### src/nes_glue_pkg.sv
/* nes host glue shared definitions */

package nes_glue_pkg;

	// host gamepad word, bits 0..9 in use
	localparam int host_joy_bits = 16;

	// nes pad shift register
	localparam int nes_joy_bits = 8;

	localparam int mem_addr_bits = 22;

	// byte address within one sd block
	localparam int sd_buff_addr_bits = 9;

	// save size in 512 byte blocks, minus one
	localparam int sav_size_bits = 12;

	// top address field of save ram in the memory map
	localparam logic [3:0] sram_block_base = 4'd15;

	// core phase at which loader writes go out
	localparam logic [1:0] mem_phase_ppu = 2'd3;

	typedef enum logic {
		bk_idle,
		bk_transfer
	} bk_state_t;

endpackage

### src/backup_ram_ctrl.sv
/* save ram backup controller */

`timescale 1ns/1ns

module backup_ram_ctrl
	import nes_glue_pkg::*;
(
	input  logic                         clk,
	input  logic                         reset_nes,
	input  logic                         img_mounted,
	input  logic [31:0]                  img_size,
	input  logic                         downloading,
	input  logic                         bk_save,
	input  logic                         sd_ack,
	input  logic [sd_buff_addr_bits-1:0] sd_buff_addr,
	input  logic                         sd_buff_wr,
	input  logic                         sd_buff_rd,
	output logic [31:0]                  sd_lba,
	output logic                         sd_rd,
	output logic                         sd_wr,
	output logic [mem_addr_bits-1:0]     sram_addr,
	output logic                         sram_req,
	output logic                         sram_we,
	output logic                         save_enabled
);

	bk_state_t                    state;
	logic                         img_mounted_d;
	logic                         downloading_d;
	logic                         bk_load;
	logic                         bk_load_d;
	logic                         bk_save_d;
	logic                         sd_ack_d;
	logic                         bk_loading;
	logic [sav_size_bits-1:0]     sav_size;
	logic [sd_buff_addr_bits-1:0] sram_a;

	always_ff @(posedge clk) begin
		if (reset_nes) begin
			state         <= bk_idle;
			sd_lba        <= '0;
			sd_rd         <= 1'b0;
			sd_wr         <= 1'b0;
			save_enabled  <= 1'b0;
			bk_load       <= 1'b0;
			img_mounted_d <= 1'b0;
			downloading_d <= 1'b0;
			bk_load_d     <= 1'b0;
			bk_save_d     <= 1'b0;
			sd_ack_d      <= 1'b0;
		end else begin
			img_mounted_d <= img_mounted;
			downloading_d <= downloading;
			bk_load_d     <= bk_load;
			bk_save_d     <= bk_save;
			sd_ack_d      <= sd_ack;
			bk_load       <= 1'b0;

			// mount of a save image, empty image disables backup
			if (!img_mounted_d && img_mounted) begin
				if (img_size != '0) begin
					save_enabled <= 1'b1;
					sav_size     <= img_size[20:9];
					bk_load      <= 1'b1;
				end else begin
					save_enabled <= 1'b0;
				end
			end
			if (!downloading_d && downloading) begin
				save_enabled <= 1'b0;
			end

			// host took the request
			if (!sd_ack_d && sd_ack) begin
				sd_rd <= 1'b0;
				sd_wr <= 1'b0;
			end

			case (state)
				bk_idle: begin
					if (save_enabled && ((!bk_load_d && bk_load) || (!bk_save_d && bk_save))) begin
						state      <= bk_transfer;
						sd_lba     <= '0;
						bk_loading <= bk_load;
						sd_rd      <= bk_load;
						sd_wr      <= ~bk_load;
					end
				end
				bk_transfer: begin
					// block done on falling ack
					if (sd_ack_d && !sd_ack) begin
						if (sd_lba[sav_size_bits-1:0] == sav_size) begin
							state <= bk_idle;
						end else begin
							sd_lba <= sd_lba + 1'b1;
							sd_rd  <= bk_loading;
							sd_wr  <= ~bk_loading;
						end
					end
				end
				default: state <= bk_idle;
			endcase
		end
	end

	// buffer side, one toggle per byte
	always_ff @(posedge clk) begin
		if (reset_nes) begin
			sram_req <= 1'b0;
			sram_we  <= 1'b0;
		end else if (sd_buff_wr || sd_buff_rd) begin
			sram_req <= ~sram_req;
			sram_we  <= sd_buff_wr;
		end
	end

	always_ff @(posedge clk) begin
		if (sd_buff_wr || sd_buff_rd) begin
			sram_a <= sd_buff_addr;
		end
	end

	assign sram_addr = {sram_block_base, sd_lba[sd_buff_addr_bits-1:0], sram_a};

	// a request stands only inside a transfer, and never both ways
	a_rd_wr_exclusive: assert property (@(posedge clk) disable iff (reset_nes)
		(sd_rd || sd_wr) |-> (state == bk_transfer && !(sd_rd && sd_wr)));

endmodule

### src/joypad_serial.sv
/* joypad serial registers */

`timescale 1ns/1ns

module joypad_serial
	import nes_glue_pkg::*;
(
	input  logic                    clk,
	input  logic                    machine_reset,
	input  logic [nes_joy_bits-1:0] nes_joy_a,
	input  logic [nes_joy_bits-1:0] nes_joy_b,
	input  logic                    joypad_strobe,
	input  logic [1:0]              joypad_clock,
	output logic                    joypad1_data,
	output logic                    joypad2_data
);

	logic [1:0][nes_joy_bits-1:0] shift_q;
	logic [1:0][nes_joy_bits-1:0] load_val;
	logic [1:0]                   joy_clk_q;

	assign load_val = {nes_joy_b, nes_joy_a};

	always_ff @(posedge clk) begin
		if (machine_reset) begin
			shift_q   <= '0;
			joy_clk_q <= '0;
		end else begin
			joy_clk_q <= joypad_clock;
			for (int i = 0; i < 2; i++) begin
				// strobe beats a falling clock on the same edge
				if (joypad_strobe) begin
					shift_q[i] <= load_val[i];
				end else if (joy_clk_q[i] && !joypad_clock[i]) begin
					shift_q[i] <= {1'b0, shift_q[i][nes_joy_bits-1:1]};
				end
			end
		end
	end

	assign joypad1_data = shift_q[0][0];
	assign joypad2_data = shift_q[1][0];

endmodule

### src/loader_write_sync.sv
/* loader write sync and port b mux */

`timescale 1ns/1ns

module loader_write_sync
	import nes_glue_pkg::*;
(
	input  logic                     clk,
	input  logic                     reset_nes,
	input  logic                     downloading,
	input  logic                     loader_busy,
	input  logic                     loader_write,
	input  logic [mem_addr_bits-1:0] loader_addr,
	input  logic [7:0]               loader_data,
	input  logic [1:0]               mem_phase,
	input  logic [mem_addr_bits-1:0] cpu_addr,
	input  logic                     cpu_read,
	input  logic                     cpu_write,
	input  logic [7:0]               cpu_dout,
	output logic [mem_addr_bits-1:0] mem_addr_b,
	output logic                     mem_we_b,
	output logic                     mem_oe_b,
	output logic [7:0]               mem_din_b
);

	logic [mem_addr_bits-1:0] addr_q;
	logic [7:0]               data_q;
	logic                     pending_q;
	logic                     we_q;
	logic                     loading;

	always_ff @(posedge clk) begin
		if (loader_write) begin
			addr_q <= loader_addr;
			data_q <= loader_data;
		end
	end

	// write goes out for one full phase period
	always_ff @(posedge clk) begin
		if (reset_nes) begin
			pending_q <= 1'b0;
			we_q      <= 1'b0;
		end else if (mem_phase == mem_phase_ppu) begin
			we_q      <= pending_q | loader_write;
			pending_q <= 1'b0;
		end else if (loader_write) begin
			pending_q <= 1'b1;
		end
	end

	assign loading = downloading | loader_busy;

	assign mem_addr_b = loading ? addr_q : cpu_addr;
	assign mem_din_b  = loading ? data_q : cpu_dout;
	assign mem_oe_b   = ~loading & cpu_read;
	assign mem_we_b   = we_q | cpu_write;

	// a loader write never lands on the cpu side of port b
	a_no_cpu_read_loading: assert property (@(posedge clk) disable iff (reset_nes)
		we_q |-> loading);

endmodule

### src/nes_host_glue.sv
/* nes host glue top */

`timescale 1ns/1ns

module nes_host_glue
	import nes_glue_pkg::*;
#(
	parameter int turbo_bits    = 20,
	parameter int download_hold = 255
) (
	input  logic                         clk,
	input  logic                         reset_nes,
	input  logic [host_joy_bits-1:0]     host_joy_a,
	input  logic [host_joy_bits-1:0]     host_joy_b,
	input  logic                         joy_swap,
	input  logic                         joypad_strobe,
	input  logic [1:0]                   joypad_clock,
	input  logic                         reset_button,
	input  logic                         arm_reset,
	input  logic                         downloading,
	input  logic                         loader_busy,
	input  logic                         loader_fail,
	input  logic                         loader_write,
	input  logic [mem_addr_bits-1:0]     loader_addr,
	input  logic [7:0]                   loader_data,
	input  logic [1:0]                   mem_phase,
	input  logic [mem_addr_bits-1:0]     cpu_addr,
	input  logic                         cpu_read,
	input  logic                         cpu_write,
	input  logic [7:0]                   cpu_dout,
	input  logic                         img_mounted,
	input  logic [31:0]                  img_size,
	input  logic                         bk_save,
	input  logic                         sd_ack,
	input  logic [sd_buff_addr_bits-1:0] sd_buff_addr,
	input  logic                         sd_buff_wr,
	input  logic                         sd_buff_rd,
	output logic                         joypad1_data,
	output logic                         joypad2_data,
	output logic                         machine_reset,
	output logic [mem_addr_bits-1:0]     mem_addr_b,
	output logic                         mem_we_b,
	output logic                         mem_oe_b,
	output logic [7:0]                   mem_din_b,
	output logic [31:0]                  sd_lba,
	output logic                         sd_rd,
	output logic                         sd_wr,
	output logic [mem_addr_bits-1:0]     sram_addr,
	output logic                         sram_req,
	output logic                         sram_we,
	output logic                         save_enabled
);

	logic [nes_joy_bits-1:0] nes_joy_a;
	logic [nes_joy_bits-1:0] nes_joy_b;

	pad_mapper #(
		.turbo_bits(turbo_bits)
	) i_pad_mapper (
		.clk       (clk),
		.reset_nes (reset_nes),
		.host_joy_a(host_joy_a),
		.host_joy_b(host_joy_b),
		.joy_swap  (joy_swap),
		.nes_joy_a (nes_joy_a),
		.nes_joy_b (nes_joy_b)
	);

	// pads are cleared along with the console
	joypad_serial i_joypad_serial (
		.clk          (clk),
		.machine_reset(machine_reset),
		.nes_joy_a    (nes_joy_a),
		.nes_joy_b    (nes_joy_b),
		.joypad_strobe(joypad_strobe),
		.joypad_clock (joypad_clock),
		.joypad1_data (joypad1_data),
		.joypad2_data (joypad2_data)
	);

	reset_sequencer #(
		.download_hold(download_hold)
	) i_reset_sequencer (
		.clk          (clk),
		.reset_nes    (reset_nes),
		.reset_button (reset_button),
		.arm_reset    (arm_reset),
		.downloading  (downloading),
		.loader_busy  (loader_busy),
		.loader_fail  (loader_fail),
		.machine_reset(machine_reset)
	);

	loader_write_sync i_loader_write_sync (
		.clk         (clk),
		.reset_nes   (reset_nes),
		.downloading (downloading),
		.loader_busy (loader_busy),
		.loader_write(loader_write),
		.loader_addr (loader_addr),
		.loader_data (loader_data),
		.mem_phase   (mem_phase),
		.cpu_addr    (cpu_addr),
		.cpu_read    (cpu_read),
		.cpu_write   (cpu_write),
		.cpu_dout    (cpu_dout),
		.mem_addr_b  (mem_addr_b),
		.mem_we_b    (mem_we_b),
		.mem_oe_b    (mem_oe_b),
		.mem_din_b   (mem_din_b)
	);

	backup_ram_ctrl i_backup_ram_ctrl (
		.clk         (clk),
		.reset_nes   (reset_nes),
		.img_mounted (img_mounted),
		.img_size    (img_size),
		.downloading (downloading),
		.bk_save     (bk_save),
		.sd_ack      (sd_ack),
		.sd_buff_addr(sd_buff_addr),
		.sd_buff_wr  (sd_buff_wr),
		.sd_buff_rd  (sd_buff_rd),
		.sd_lba      (sd_lba),
		.sd_rd       (sd_rd),
		.sd_wr       (sd_wr),
		.sram_addr   (sram_addr),
		.sram_req    (sram_req),
		.sram_we     (sram_we),
		.save_enabled(save_enabled)
	);

endmodule

### src/pad_mapper.sv
/* host to nes pad mapping */

`timescale 1ns/1ns

module pad_mapper
	import nes_glue_pkg::*;
#(
	parameter int turbo_bits = 20
) (
	input  logic                     clk,
	input  logic                     reset_nes,
	input  logic [host_joy_bits-1:0] host_joy_a,
	input  logic [host_joy_bits-1:0] host_joy_b,
	input  logic                     joy_swap,
	output logic [nes_joy_bits-1:0]  nes_joy_a,
	output logic [nes_joy_bits-1:0]  nes_joy_b
);

	logic [turbo_bits-1:0]    turbo_cnt;
	logic                     turbo;
	logic [host_joy_bits-1:0] joy_a;
	logic [host_joy_bits-1:0] joy_b;

	// serial order: A B select start up down left right
	// X and Y act as turbo A and B
	function automatic logic [nes_joy_bits-1:0] map_pad(
		input logic [host_joy_bits-1:0] joy,
		input logic                     gate
	);
		return {joy[0], joy[1], joy[2], joy[3], joy[7], joy[6],
			joy[5] | (joy[9] & gate), joy[4] | (joy[8] & gate)};
	endfunction

	always_ff @(posedge clk) begin
		if (reset_nes) begin
			turbo_cnt <= '0;
		end else begin
			turbo_cnt <= turbo_cnt + 1'b1;
		end
	end

	assign turbo = turbo_cnt[turbo_bits-1];

	assign joy_a = joy_swap ? host_joy_b : host_joy_a;
	assign joy_b = joy_swap ? host_joy_a : host_joy_b;

	assign nes_joy_a = map_pad(joy_a, turbo);
	assign nes_joy_b = map_pad(joy_b, turbo);

endmodule

### src/reset_sequencer.sv
/* machine reset sequencing */

`timescale 1ns/1ns

module reset_sequencer
	import nes_glue_pkg::*;
#(
	parameter int download_hold = 255
) (
	input  logic clk,
	input  logic reset_nes,
	input  logic reset_button,
	input  logic arm_reset,
	input  logic downloading,
	input  logic loader_busy,
	input  logic loader_fail,
	output logic machine_reset
);

	localparam int cnt_bits = $clog2(download_hold + 1);

	logic                init_hold;
	logic [cnt_bits-1:0] hold_cnt;

	// held until the first download starts
	always_ff @(posedge clk) begin
		if (reset_nes) begin
			init_hold <= 1'b1;
		end else if (downloading) begin
			init_hold <= 1'b0;
		end
	end

	// count only while the loader is idle
	always_ff @(posedge clk) begin
		if (reset_nes) begin
			hold_cnt <= '0;
		end else if (downloading) begin
			hold_cnt <= cnt_bits'(download_hold);
		end else if (hold_cnt != '0 && !loader_busy) begin
			hold_cnt <= hold_cnt - 1'b1;
		end
	end

	assign machine_reset = init_hold | reset_button | arm_reset | loader_fail
		| (hold_cnt != '0);

	// post-download hold is armed when the download ends
	a_hold_keeps_reset: assert property (@(posedge clk) disable iff (reset_nes)
		$fell(downloading) |-> machine_reset);

endmodule

### config.mk
export PLATFORM = sky130hd
export DESIGN_NAME = nes_host_glue
export DESIGN_NICKNAME = d
export VERILOG_FILES = /design/src/nes_glue_pkg.sv /design/src/backup_ram_ctrl.sv /design/src/joypad_serial.sv /design/src/loader_write_sync.sv /design/src/nes_host_glue.sv /design/src/pad_mapper.sv /design/src/reset_sequencer.sv
export SDC_FILE = /design/constraint.sdc
export NUM_CORES = 1
export LEC_CHECK = 0
export BUFFER_PORTS_ARGS = -buffer_cell sky130_fd_sc_hd__buf_2
export CORE_UTILIZATION = 55
export CTS_BUF_LIST = sky130_fd_sc_hd__clkbuf_2 sky130_fd_sc_hd__clkbuf_4 sky130_fd_sc_hd__clkbuf_8
export CTS_CLUSTER_DIAMETER = 200
export DETAILED_ROUTE_END_ITERATION = 7
export HOLD_SLACK_MARGIN = 0.05
export MAX_ROUTING_LAYER = met4
export PLACE_DENSITY = 0.85
export SKIP_CTS_REPAIR_TIMING = 1
export SLEW_MARGIN = 20
export SYNTH_ARGS = -nofsm -noshare
export SYNTH_HDL_FRONTEND = slang
export SYNTH_SLANG_ARGS = --single-unit
export TNS_END_PERCENT = 10
### constraint.sdc
create_clock -name clk -period 7.35 [get_ports clk]
set_input_delay 2.205 -clock clk [delete_from_list [all_inputs] [get_ports clk]]
set_output_delay 2.205 -clock clk [all_outputs]
set_load 0.1 [all_outputs]
==> impl_metrics.yaml, run 1 <==
global_routing:
  grt_max_degree: 48
  grt_use_total: 0.254
  grt_pass1_vias: 5253
  grt.overflow.total: 0
  antenna_found_initial: 1
  grt_pass1_wl_mm: 24.3
pwr:
  p_seq_frac: 0.463
  swShare: 0.298
  p_total_w: 0.00190
  peakVddDrop_v: 0.000120
  power.density_mw_per_mm2: 232
  total_leakage_power_nw: 3.52
  p_clk_frac: 0.354
  p_int_w: 0.00133
  power.switching_w: 0.000565
  combPwrFrac: 0.183
setup_path:
  critPathKind: "input port to output pin"
  r2r_setup_slack_ns: 4.53
  ff2ff_path_depth: 6
  crit_fanout: 31
  startpoint_type: "input port"
  cp.required_ns: 5.14
  regToRegEndpoint: "i_backup_ram_ctrl.sd_lba[13]"
  crit_arrival_ns: 3.48
  endpoint_kind: "output pin"
  crit_path_start: "downloading"
  crit_path_end: "mem_addr_b[2]"
  reg2reg_from: "i_backup_ram_ctrl.sd_lba[2]"
detailed_routing:
  dr.pass1.iters: 7
  final_antenna_net_count: 0
  wire_per_inst_um: 15.2
  drt_iter0_drc: 336
  wirelength_mm: 15.5
  drc: 40
  viasPerCell: 5.53
  num_vias: 5635
sta:
  worst_slew_pin_slew_ns: 1.12
  finalSetupViolCount: 0
  setup_ws_ns: 1.67
  rsz0062_at_grt: "false"
  final_max_slew_viol_count: 0
  fmax_mhz: 176
  slew_headroom: 0.257
  tns_ns: 0
  hold_ws_ns: 0.465
  finalClockSkew_ns: 0.00996
  period_needed_ns: 5.68
  hold_viol_final: 0
  min_period_over_period: 0.773
placed_design:
  dpl.hpwl_mm: 11.2
  port_buffers: 231
  dpl.cell_count: 986
  gp_congestion: 0.848
  dp_slack_ns: 1.66
logic_synthesis:
  synth_cells: 641
  synth-adder-area-share: 0.00762
  ys_seq_area_frac: 0.521
  synth_cell_types: 60
  synth-compound-area-share: 0.102
  synthSimpleGateAreaFrac: 0.186
  yosys.area_share.xor_xnor: 0.0573
  synth.avg_cell_area_um2: 10.2
  muxShareOfSynthArea: 0.0876
  synth_top_family_by_area: "simple AND/OR/NAND/NOR gates"
  async_flop_share: 0
  ys_warn_count: 0
  synth-edff-count: 52
  synthFlopType: "dfxtp_1"
  synth-seq-cells: 145
  syn_area_mm2: 0.00657
finish:
  area_growth_pct: 24.6
  layoutNonFillerInstCount: 1019
  drive_above_1_share: 0.367
  fin_nets: 1020
clocking:
  htree_levels: 4
  clk_latency_ns: 0.44
  clock_sinks: 145
  numCtsBuffers: 17
  path_clk_slew_ns: 0.08
  cts_tree: "done"
  clk_path_buf_depth: 2
  cts-root-buf: "clkbuf_8"
hold_path:
  min_path_type: "flop to flop"
floorplanning:
  initial_core_util: 0.571
  dieHeight_um: 111
  dieArea_mm2: 0.0124
  io_pins: 248
  placementRows: 39
  die_w_um: 111
  core_mm2: 0.0115
status:
  status: "finished with violations"
  violations: "DRC"
run:
  cap_violations: 0
==> power by group through the flow <==
| stage | combinational, W | sequential (W) | clock, W |
|---|---|---|---|
| 2_1_floorplan | 0.000220 | 0.000942 | 0 |
| 3_3_place_gp | 0.000342 | 0.000894 | 0 |
| 4_1_cts | 0.000348 | 0.000877 | 0.000682 |
| 3_5_place_dp | 0.000346 | 0.000896 | 0 |
| 5_1_grt | 0.000363 | 0.000880 | 0.000720 |
| 6_report | 0.000347 | 0.000877 | 0.000672 |
==> metrics by stage <==
stage,utilization,cell area (um2)
6_report,0.711,8180
5_1_grt,0.711,8180
4_1_cts,0.710,8180
3_5_place_dp,0.673,7750
3_3_place_gp,0.673,7750
2_1_floorplan,-,6580
==> worst max-delay path, cell delays in order <==
cell	delay, ns
buf_2	0.12
nor2_2	0.09
buf_4	0.35
mux2_2	0.40
buf_2	0.29
==> flip-flops by register name, indices dropped and copies added (netlist names), 8 cells and up <==
signal and cells:
i_backup_ram_ctrl.sav_size 12, i_backup_ram_ctrl.sd_lba 32, i_backup_ram_ctrl.sram_a 9, i_joypad_serial.shift_q 14
i_loader_write_sync.addr_q 22, i_loader_write_sync.data_q 8, i_pad_mapper.turbo_cnt 20, i_reset_sequencer.hold_cnt 8
==> worst min-delay path by stage <==
stage	startpoint	endpoint	cells past startpoint	slack (ns)
finish	i_reset_sequencer.init_hold	i_reset_sequencer.init_hold	1	0.46
global route	i_reset_sequencer.init_hold	i_reset_sequencer.init_hold	1	0.50
CTS	i_reset_sequencer.init_hold	i_reset_sequencer.init_hold	1	0.47
detailed placement	i_reset_sequencer.init_hold	i_reset_sequencer.init_hold	1	0.45
global placement	i_reset_sequencer.init_hold	i_reset_sequencer.init_hold	1	0.44
floorplan	i_reset_sequencer.init_hold	i_reset_sequencer.init_hold	1	0.43
==> per-layer routing <==
layer | up-vias | share of wire | wire (um) | global-route usage
met2 | 208 | 0.52 | 8060 | 0.438
met5 | - | 0 | 0 | -
met1 | 2656 | 0.40 | 6160 | 0.284
met4 | 0 | 0.015 | 231 | 0.100
li1 | 2752 | - | - | -
met3 | 19 | 0.068 | 1060 | 0.0590
==> cells by family (layout without fill, tap and decap cells) <==
group,count (synthesis),in the layout
muxes,53,53
xor gates and xnor gates,43,43
buffers and inverters,48,279
AOI/OAI and AO/OA,105,105
other,1,5
and+or+nand+nor,242,242
DFF,145,145
adders and majority gates,4,4
==> cell type report <==
type	instances	area (um2)
multi-input cells	451	2920
inverters	12	45.0
flip-flops and latches	145	3420
diodes	1	2.50
clock buffers	20	263
fillers	873	3330
well taps	143	179
repair buffers	235	1190
clock inverters	12	164
==> cell usage after synthesis (3+ instances only) <==
cell	n	area share
or3_1	3	0.0029
o31ai_1	8	0.0091
nand4_1	13	0.012
o21ai_0	14	0.011
nor4_1	14	0.013
nand2_1	39	0.022
edfxtp_1	52	0.24
mux2i_1	17	0.026
nor2b_1	10	0.0095
or4_1	4	0.0046
a21o_1	4	0.0046
clkbuf_1	18	0.010
dfxtp_1	93	0.28
and3_1	7	0.0067
a311oi_1	5	0.0067
or2_2	4	0.0038
and3_2	4	0.0046
o211ai_1	8	0.0091
nor2_1	86	0.049
nor3_1	15	0.011
inv_1	11	0.0063
ha_1	4	0.0076
xnor2_1	6	0.0080
a21oi_1	39	0.030
buf_4	14	0.016
xor2_1	37	0.049
nand3_1	23	0.018
and2_1	4	0.0038
a211oi_1	13	0.015
mux2_2	36	0.062
==> layout by cell type, fill, tap and decap left out, types with 5 or more instances in the layout <==
cell,Yosys,routed
a211oi_1,13,13
a21oi_1,39,38
a311oi_1,5,5
and3_1,7,7
buf_2,2,231
clkbuf_8,0,18
dfxtp_1,93,93
edfxtp_1,52,52
inv_1,11,11
mux2_2,36,36
mux2i_1,17,17
nand2_1,39,39
nand3_1,23,23
nand4_1,13,13
nor2_1,86,85
nor2b_1,10,10
nor3_1,15,15
nor4_1,14,14
o211ai_1,8,8
o21ai_0,14,14
o31ai_1,8,8
xnor2_1,6,6
xor2_1,37,37
(Power assumes the default switching activity.)
==> inputs of run 2 (changes only) <==
--- a/config.mk
+++ b/config.mk
@@ -6,13 +6,13 @@
 export NUM_CORES = 1
 export LEC_CHECK = 0
 export BUFFER_PORTS_ARGS = -buffer_cell sky130_fd_sc_hd__buf_2
-export CORE_UTILIZATION = 55
+export CORE_UTILIZATION = 51
 export CTS_BUF_LIST = sky130_fd_sc_hd__clkbuf_2 sky130_fd_sc_hd__clkbuf_4 sky130_fd_sc_hd__clkbuf_8
 export CTS_CLUSTER_DIAMETER = 200
 export DETAILED_ROUTE_END_ITERATION = 7
 export HOLD_SLACK_MARGIN = 0.05
 export MAX_ROUTING_LAYER = met4
-export PLACE_DENSITY = 0.85
+export PLACE_DENSITY = 0.8
 export SKIP_CTS_REPAIR_TIMING = 1
 export SLEW_MARGIN = 20
 export SYNTH_ARGS = -nofsm -noshare
==> constraint.sdc (replaced) <==
create_clock -name clk -period 5.5 [get_ports clk]
set_input_delay 1.65 -clock clk [delete_from_list [all_inputs] [get_ports clk]]
set_output_delay 1.65 -clock clk [all_outputs]
set_load 0.1 [all_outputs]
==> run 2 against run 1 <==
Net effect:
- the run now ends clean
- die area rose by 7.7%
- clock-buffer cell count did not move
- power rose by 46%
- core utilization fell by 4.6 points
- clock power rose by 68%
- cell count rose by 2.7%
- sequential share of layout area fell by 0.82 points
- register-to-register slack got worse by 1.8 ns
- worst hold slack got worse by 0.0024 ns
- combinational power rose by 33%
- sequential power rose by 33%
- critical endpoint is now mem_din_b[4]
==> impl_metrics.yaml, run 2 (synthesis results as in run 1) <==
placed_design:
  gp_congestion: 0.864
  port_buffers: 231
  dpl.hpwl_mm: 11.1
  dp_slack_ns: 0.903
clocking:
  htree_levels: 4
  numCtsBuffers: 17
  clock_sinks: 145
  cts_tree: "done"
  clk_latency_ns: 0.45
  clk_path_buf_depth: 2
  path_clk_slew_ns: 0.08
  cts-root-buf: "clkbuf_8"
hold_path:
  min_from: "i_reset_sequencer.init_hold"
  worstHoldPathCells: 1
  hold_end: "i_reset_sequencer.init_hold"
  min_path_type: "flop to flop"
finish:
  top_regs: "i_backup_ram_ctrl.sd_lba (32), i_loader_write_sync.addr_q (22), i_pad_mapper.turbo_cnt (20)"
  drive_above_1_share: 0.371
  largest_reg_flops: 32
  area_growth_pct: 27.1
  antenna_cells: 0
  final_common_cell: "buf_2"
  regMostFlops: "i_backup_ram_ctrl.sd_lba"
  fin_util: 0.664
  fin_nets: 1021
  final_cell_mix: "buf_2 (231), dfxtp_1 (93), nor2_1 (85)"
run:
  cap_violations: 0
floorplanning:
  core_mm2: 0.0126
  dieArea_mm2: 0.0133
  die_w_um: 116
  io_pins: 248
  initial_core_util: 0.523
  dieHeight_um: 116
  placementRows: 41
sta:
  period_needed_ns: 4.58
  hold_viol_final: 0
  finalClockSkew_ns: 0.00757
  slew_headroom: 0.437
  final_max_slew_viol_count: 0
  rsz0062_at_grt: "false"
  worst_slew_pin_slew_ns: 0.844
  fmax_mhz: 218
  tns_ns: 0
  finalSetupViolCount: 0
  min_period_over_period: 0.834
  setup_ws_ns: 0.915
setup_path:
  crit_top_cell: "buf_2"
  crit_arrival_ns: 2.93
  startpoint_type: "input port"
  crit_fanout: 31
  reg2reg_from: "i_backup_ram_ctrl.sd_lba[7]"
  regToRegEndpoint: "i_backup_ram_ctrl.sd_lba[13]"
  r2r_setup_slack_ns: 2.77
  critPathSlowestCell: "mux2_2"
  endpoint_kind: "output pin"
  crit_path_start: "downloading"
  crit_chain: "buf_2 -> nor2_2 -> buf_4 -> mux2_2 -> buf_2"
  critical_path.max_stage_delay_ns: 0.41
  critPathKind: "input port to output pin"
  ff2ff_path_depth: 7
  cp.required_ns: 3.85
global_routing:
  grt_pass1_wl_mm: 23.3
  grt_use_total: 0.236
  grt_max_degree: 48
  grt.overflow.total: 0
  grt_pass1_vias: 4977
  antenna_found_initial: 1
pwr:
  peakVddDrop_v: 0.000288
  power.switching_w: 0.000756
  swShare: 0.273
  p_seq_frac: 0.424
  p_clk_frac: 0.409
  p_int_w: 0.00201
  combPwrFrac: 0.167
  total_leakage_power_nw: 3.57
  power.density_mw_per_mm2: 331
detailed_routing:
  drc: 0
  dr.pass1.iters: 4
  drt_iter0_drc: 293
  final_antenna_net_count: 0
  wirelength_mm: 15.2
  num_vias: 5573
  wire_per_inst_um: 14.5
  viasPerCell: 5.32
status:
  status: "completed"
==> run 2: layout make-up <==
cell class / instances / area (um2)
Multi-Input combinational cell: 451 / 2930
Inverter: 12 / 45.0
Sequential cell: 145 / 3420
Clock buffer: 20 / 263
Timing Repair Buffer: 236 / 1190
Tap cell: 172 / 215
Clock inverter: 11 / 283
Fill cell: 1008 / 4220
==> run 2: how the worst max path moves through the flow <==
stage / to / slack, ns / cells after the start
2_1_floorplan: mem_oe_b / 0.87 / 3
3_3_place_gp: mem_din_b[4] / 0.92 / 5
3_5_place_dp: mem_din_b[4] / 0.90 / 5
4_1_cts: mem_din_b[4] / 0.91 / 5
5_1_grt: mem_din_b[4] / 0.86 / 5
6_report: mem_din_b[4] / 0.92 / 5
==> run 2: critical path: cells and delay by family <==
family	cells	cell delay, ns
buffers and inverters	3	0.77
muxes	1	0.41
and+or+nand+nor	1	0.09
==> run 2: through the flow <==
| stage | cells | cell area (um2) | total power [W] | hold WS, ns |
|---|---|---|---|---|
| 3_3_place_gp | 1016 | 7790 | 0.00165 | 0.433 |
| 3_5_place_dp | 1016 | 7790 | 0.00166 | 0.446 |
| 4_1_cts | 1047 | 8340 | 0.00279 | 0.464 |
| 2_1_floorplan | 644 | 6580 | 0.00155 | 0.427 |
| 5_1_grt | 1047 | 8350 | 0.00287 | 0.499 |
| 6_report | 1047 | 8350 | 0.00277 | 0.462 |
==> run 2: power groups by stage <==
stage	clock [W]	combinational, W	sequential (W)
3_3_place_gp	0	0.000458	0.00120
5_1_grt	0.00120	0.000488	0.00118
4_1_cts	0.00115	0.000463	0.00117
6_report	0.00113	0.000462	0.00117
3_5_place_dp	0	0.000462	0.00120
2_1_floorplan	0	0.000294	0.00126
==> run 2: routing by layer <==
metal  wire length, um  GRT usage
met1              6030      0.258
met5                 0          -
met3              1180     0.0664
met4               225     0.0970
met2              7770      0.404
==> inputs of run 3 (changes only) <==
--- a/config.mk
+++ b/config.mk
@@ -6,13 +6,13 @@
 export NUM_CORES = 1
 export LEC_CHECK = 0
 export BUFFER_PORTS_ARGS = -buffer_cell sky130_fd_sc_hd__buf_2
-export CORE_UTILIZATION = 51
+export CORE_UTILIZATION = 46
 export CTS_BUF_LIST = sky130_fd_sc_hd__clkbuf_2 sky130_fd_sc_hd__clkbuf_4 sky130_fd_sc_hd__clkbuf_8
 export CTS_CLUSTER_DIAMETER = 200
 export DETAILED_ROUTE_END_ITERATION = 7
 export HOLD_SLACK_MARGIN = 0.05
 export MAX_ROUTING_LAYER = met4
-export PLACE_DENSITY = 0.8
+export PLACE_DENSITY = 0.76
 export SKIP_CTS_REPAIR_TIMING = 1
 export SLEW_MARGIN = 20
 export SYNTH_ARGS = -nofsm -noshare
==> constraint.sdc (replaced) <==
create_clock -name clk -period 3.86 [get_ports clk]
set_input_delay 1.158 -clock clk [delete_from_list [all_inputs] [get_ports clk]]
set_output_delay 1.158 -clock clk [all_outputs]
set_load 0.1 [all_outputs]
==> run 3 against run 2 <==
Net effect:
- register-to-register slack worse by 1.5 ns
- flip-flop and latch count unchanged
- worst setup slack worse by 0.55 ns
- clock skew rose by 0.0084 ns
- first-iteration DRC count increased by 3.8%
- via count is 1.7% lower
- cell count up 1.3%
- clock power up 7%
- combinational power increased by 49%
- global-route usage is 2.6 points lower
- die area rose by 11%
- design area rose by 0.25%
- critical endpoint is now mem_addr_b[11]
- largest cell class unchanged
==> impl_metrics.yaml, run 3 (synthesis results as in run 1) <==
pwr:
  total_leakage_power_nw: 3.58
  power.density_mw_per_mm2: 426
  peakVddDrop_v: 0.000227
finish:
  area_growth_pct: 27.4
  antenna_cells: 0
  fin_nets: 1026
  top_regs: "i_backup_ram_ctrl.sd_lba (32), i_loader_write_sync.addr_q (22), i_pad_mapper.turbo_cnt (20)"
  final_cell_mix: "buf_2 (224), dfxtp_1 (93), nor2_1 (85)"
  largest_reg_flops: 32
  regMostFlops: "i_backup_ram_ctrl.sd_lba"
  drive_above_1_share: 0.372
  final_area_mm2: 0.00837
  final_common_cell: "buf_2"
sta:
  hold_ws_ns: 0.452
  hold_viol_final: 0
  slew_headroom: 0.343
  finalSetupViolCount: 0
  worst_slew_pin_slew_ns: 0.986
  setup_ws_ns: 0.367
  tns_ns: 0
  min_period_over_period: 0.905
  finalClockSkew_ns: 0.0160
  period_needed_ns: 3.49
  rsz0062_at_grt: "false"
  fmax_mhz: 286
  final_max_slew_viol_count: 0
global_routing:
  grt_pass1_wl_mm: 23.1
  antenna_found_initial: 0
  grt.overflow.total: 0
  grt_use_total: 0.210
  grt_max_degree: 33
  grt_pass1_vias: 4751
setup_path:
  cp.depth: 5
  reg2reg_from: "i_backup_ram_ctrl.sd_lba[7]"
  cp_top_family: "buffers and inverters"
  critical_path_buf_inv_count: 3
  startpoint_type: "input port"
  cp.required_ns: 2.70
  crit_chain: "buf_2 -> nor2_2 -> buf_12 -> mux2_2 -> buf_2"
  crit_arrival_ns: 2.33
  ff2ff_path_depth: 6
  critPathSlowestCell: "mux2_2"
  critPathKind: "input port to output pin"
  critical_path.max_stage_delay_ns: 0.37
  crit_top_cell: "buf_2"
  endpoint_kind: "output pin"
  crit_path_end: "mem_addr_b[11]"
  crit_fanout: 31
  r2r_setup_slack_ns: 1.31
  regToRegEndpoint: "i_backup_ram_ctrl.sd_lba[13]"
  crit_path_start: "downloading"
clocking:
  clk_path_buf_depth: 2
  cts-root-buf: "clkbuf_8"
  htree_levels: 4
  numCtsBuffers: 17
  clock_sinks: 145
  clk_latency_ns: 0.43
  path_clk_slew_ns: 0.06
  cts_tree: "done"
floorplanning:
  die_w_um: 122
  placementRows: 43
  core_mm2: 0.0139
  initial_core_util: 0.473
  io_pins: 248
  dieArea_mm2: 0.0148
  dieHeight_um: 122
status:
  status: "completed"
detailed_routing:
  drc: 0
  dr.pass1.iters: 5
  drt_iter0_drc: 304
  wire_per_inst_um: 14.1
  viasPerCell: 5.17
  num_vias: 5481
  wirelength_mm: 15.0
  final_antenna_net_count: 0
placed_design:
  dpl.hpwl_mm: 11.5
  postPlaceCellArea_mm2: 0.00796
  gp_congestion: 0.842
  port_buffers: 231
  dp_slack_ns: 0.358
run:
  cap_violations: 0
hold_path:
  min_path_type: "flop to flop"
[run 3: worst min-delay path by stage]
stage | startpoint | endpoint | depth (start not counted) | slack, ns
after floorplan | i_reset_sequencer.init_hold | i_reset_sequencer.init_hold | 1 | 0.43
after global placement | i_reset_sequencer.init_hold | i_reset_sequencer.init_hold | 1 | 0.43
after detailed placement | i_reset_sequencer.init_hold | i_reset_sequencer.init_hold | 1 | 0.44
after global routing | i_reset_sequencer.init_hold | i_reset_sequencer.init_hold | 1 | 0.49
final | i_reset_sequencer.init_hold | i_reset_sequencer.init_hold | 1 | 0.45
after CTS | i_reset_sequencer.init_hold | i_reset_sequencer.init_hold | 1 | 0.46
[run 3: layout make-up]
type	instances	area [um2]
Tap cell	180	225
Multi-Input combinational cell	451	2920
Clock buffer	21	270
Fill cell	1187	5510
Timing Repair Buffer	241	1350
Clock inverter	11	139
Sequential cell	145	3420
Inverter	12	45.0
[run 3: routing by layer]
layer	wire length, um	global-route usage	up-vias
met3	1110	0.0583	9
met2	7710	0.357	195
li1	-	-	2766
met4	132	0.0610	0
met5	0	-	-
met1	6040	0.242	2511
[run 3: report_power, final]
group | switching (W) | internal [W] | total [W]
Combinational | 0.000501 | 0.000186 | 0.000687
Sequential | 0.0000267 | 0.00165 | 0.00167
Clock | 0.000534 | 0.000673 | 0.00121
Total | 0.00106 | 0.00250 | 0.00357
[run 3: through the flow]
step	utilization	power, W	cells
global placement	0.573	0.00239	1029
CTS	0.603	0.00361	1061
floorplan	-	0.00221	644
global route	0.603	0.00371	1061
finish	0.603	0.00357	1061
detailed placement	0.573	0.00240	1029
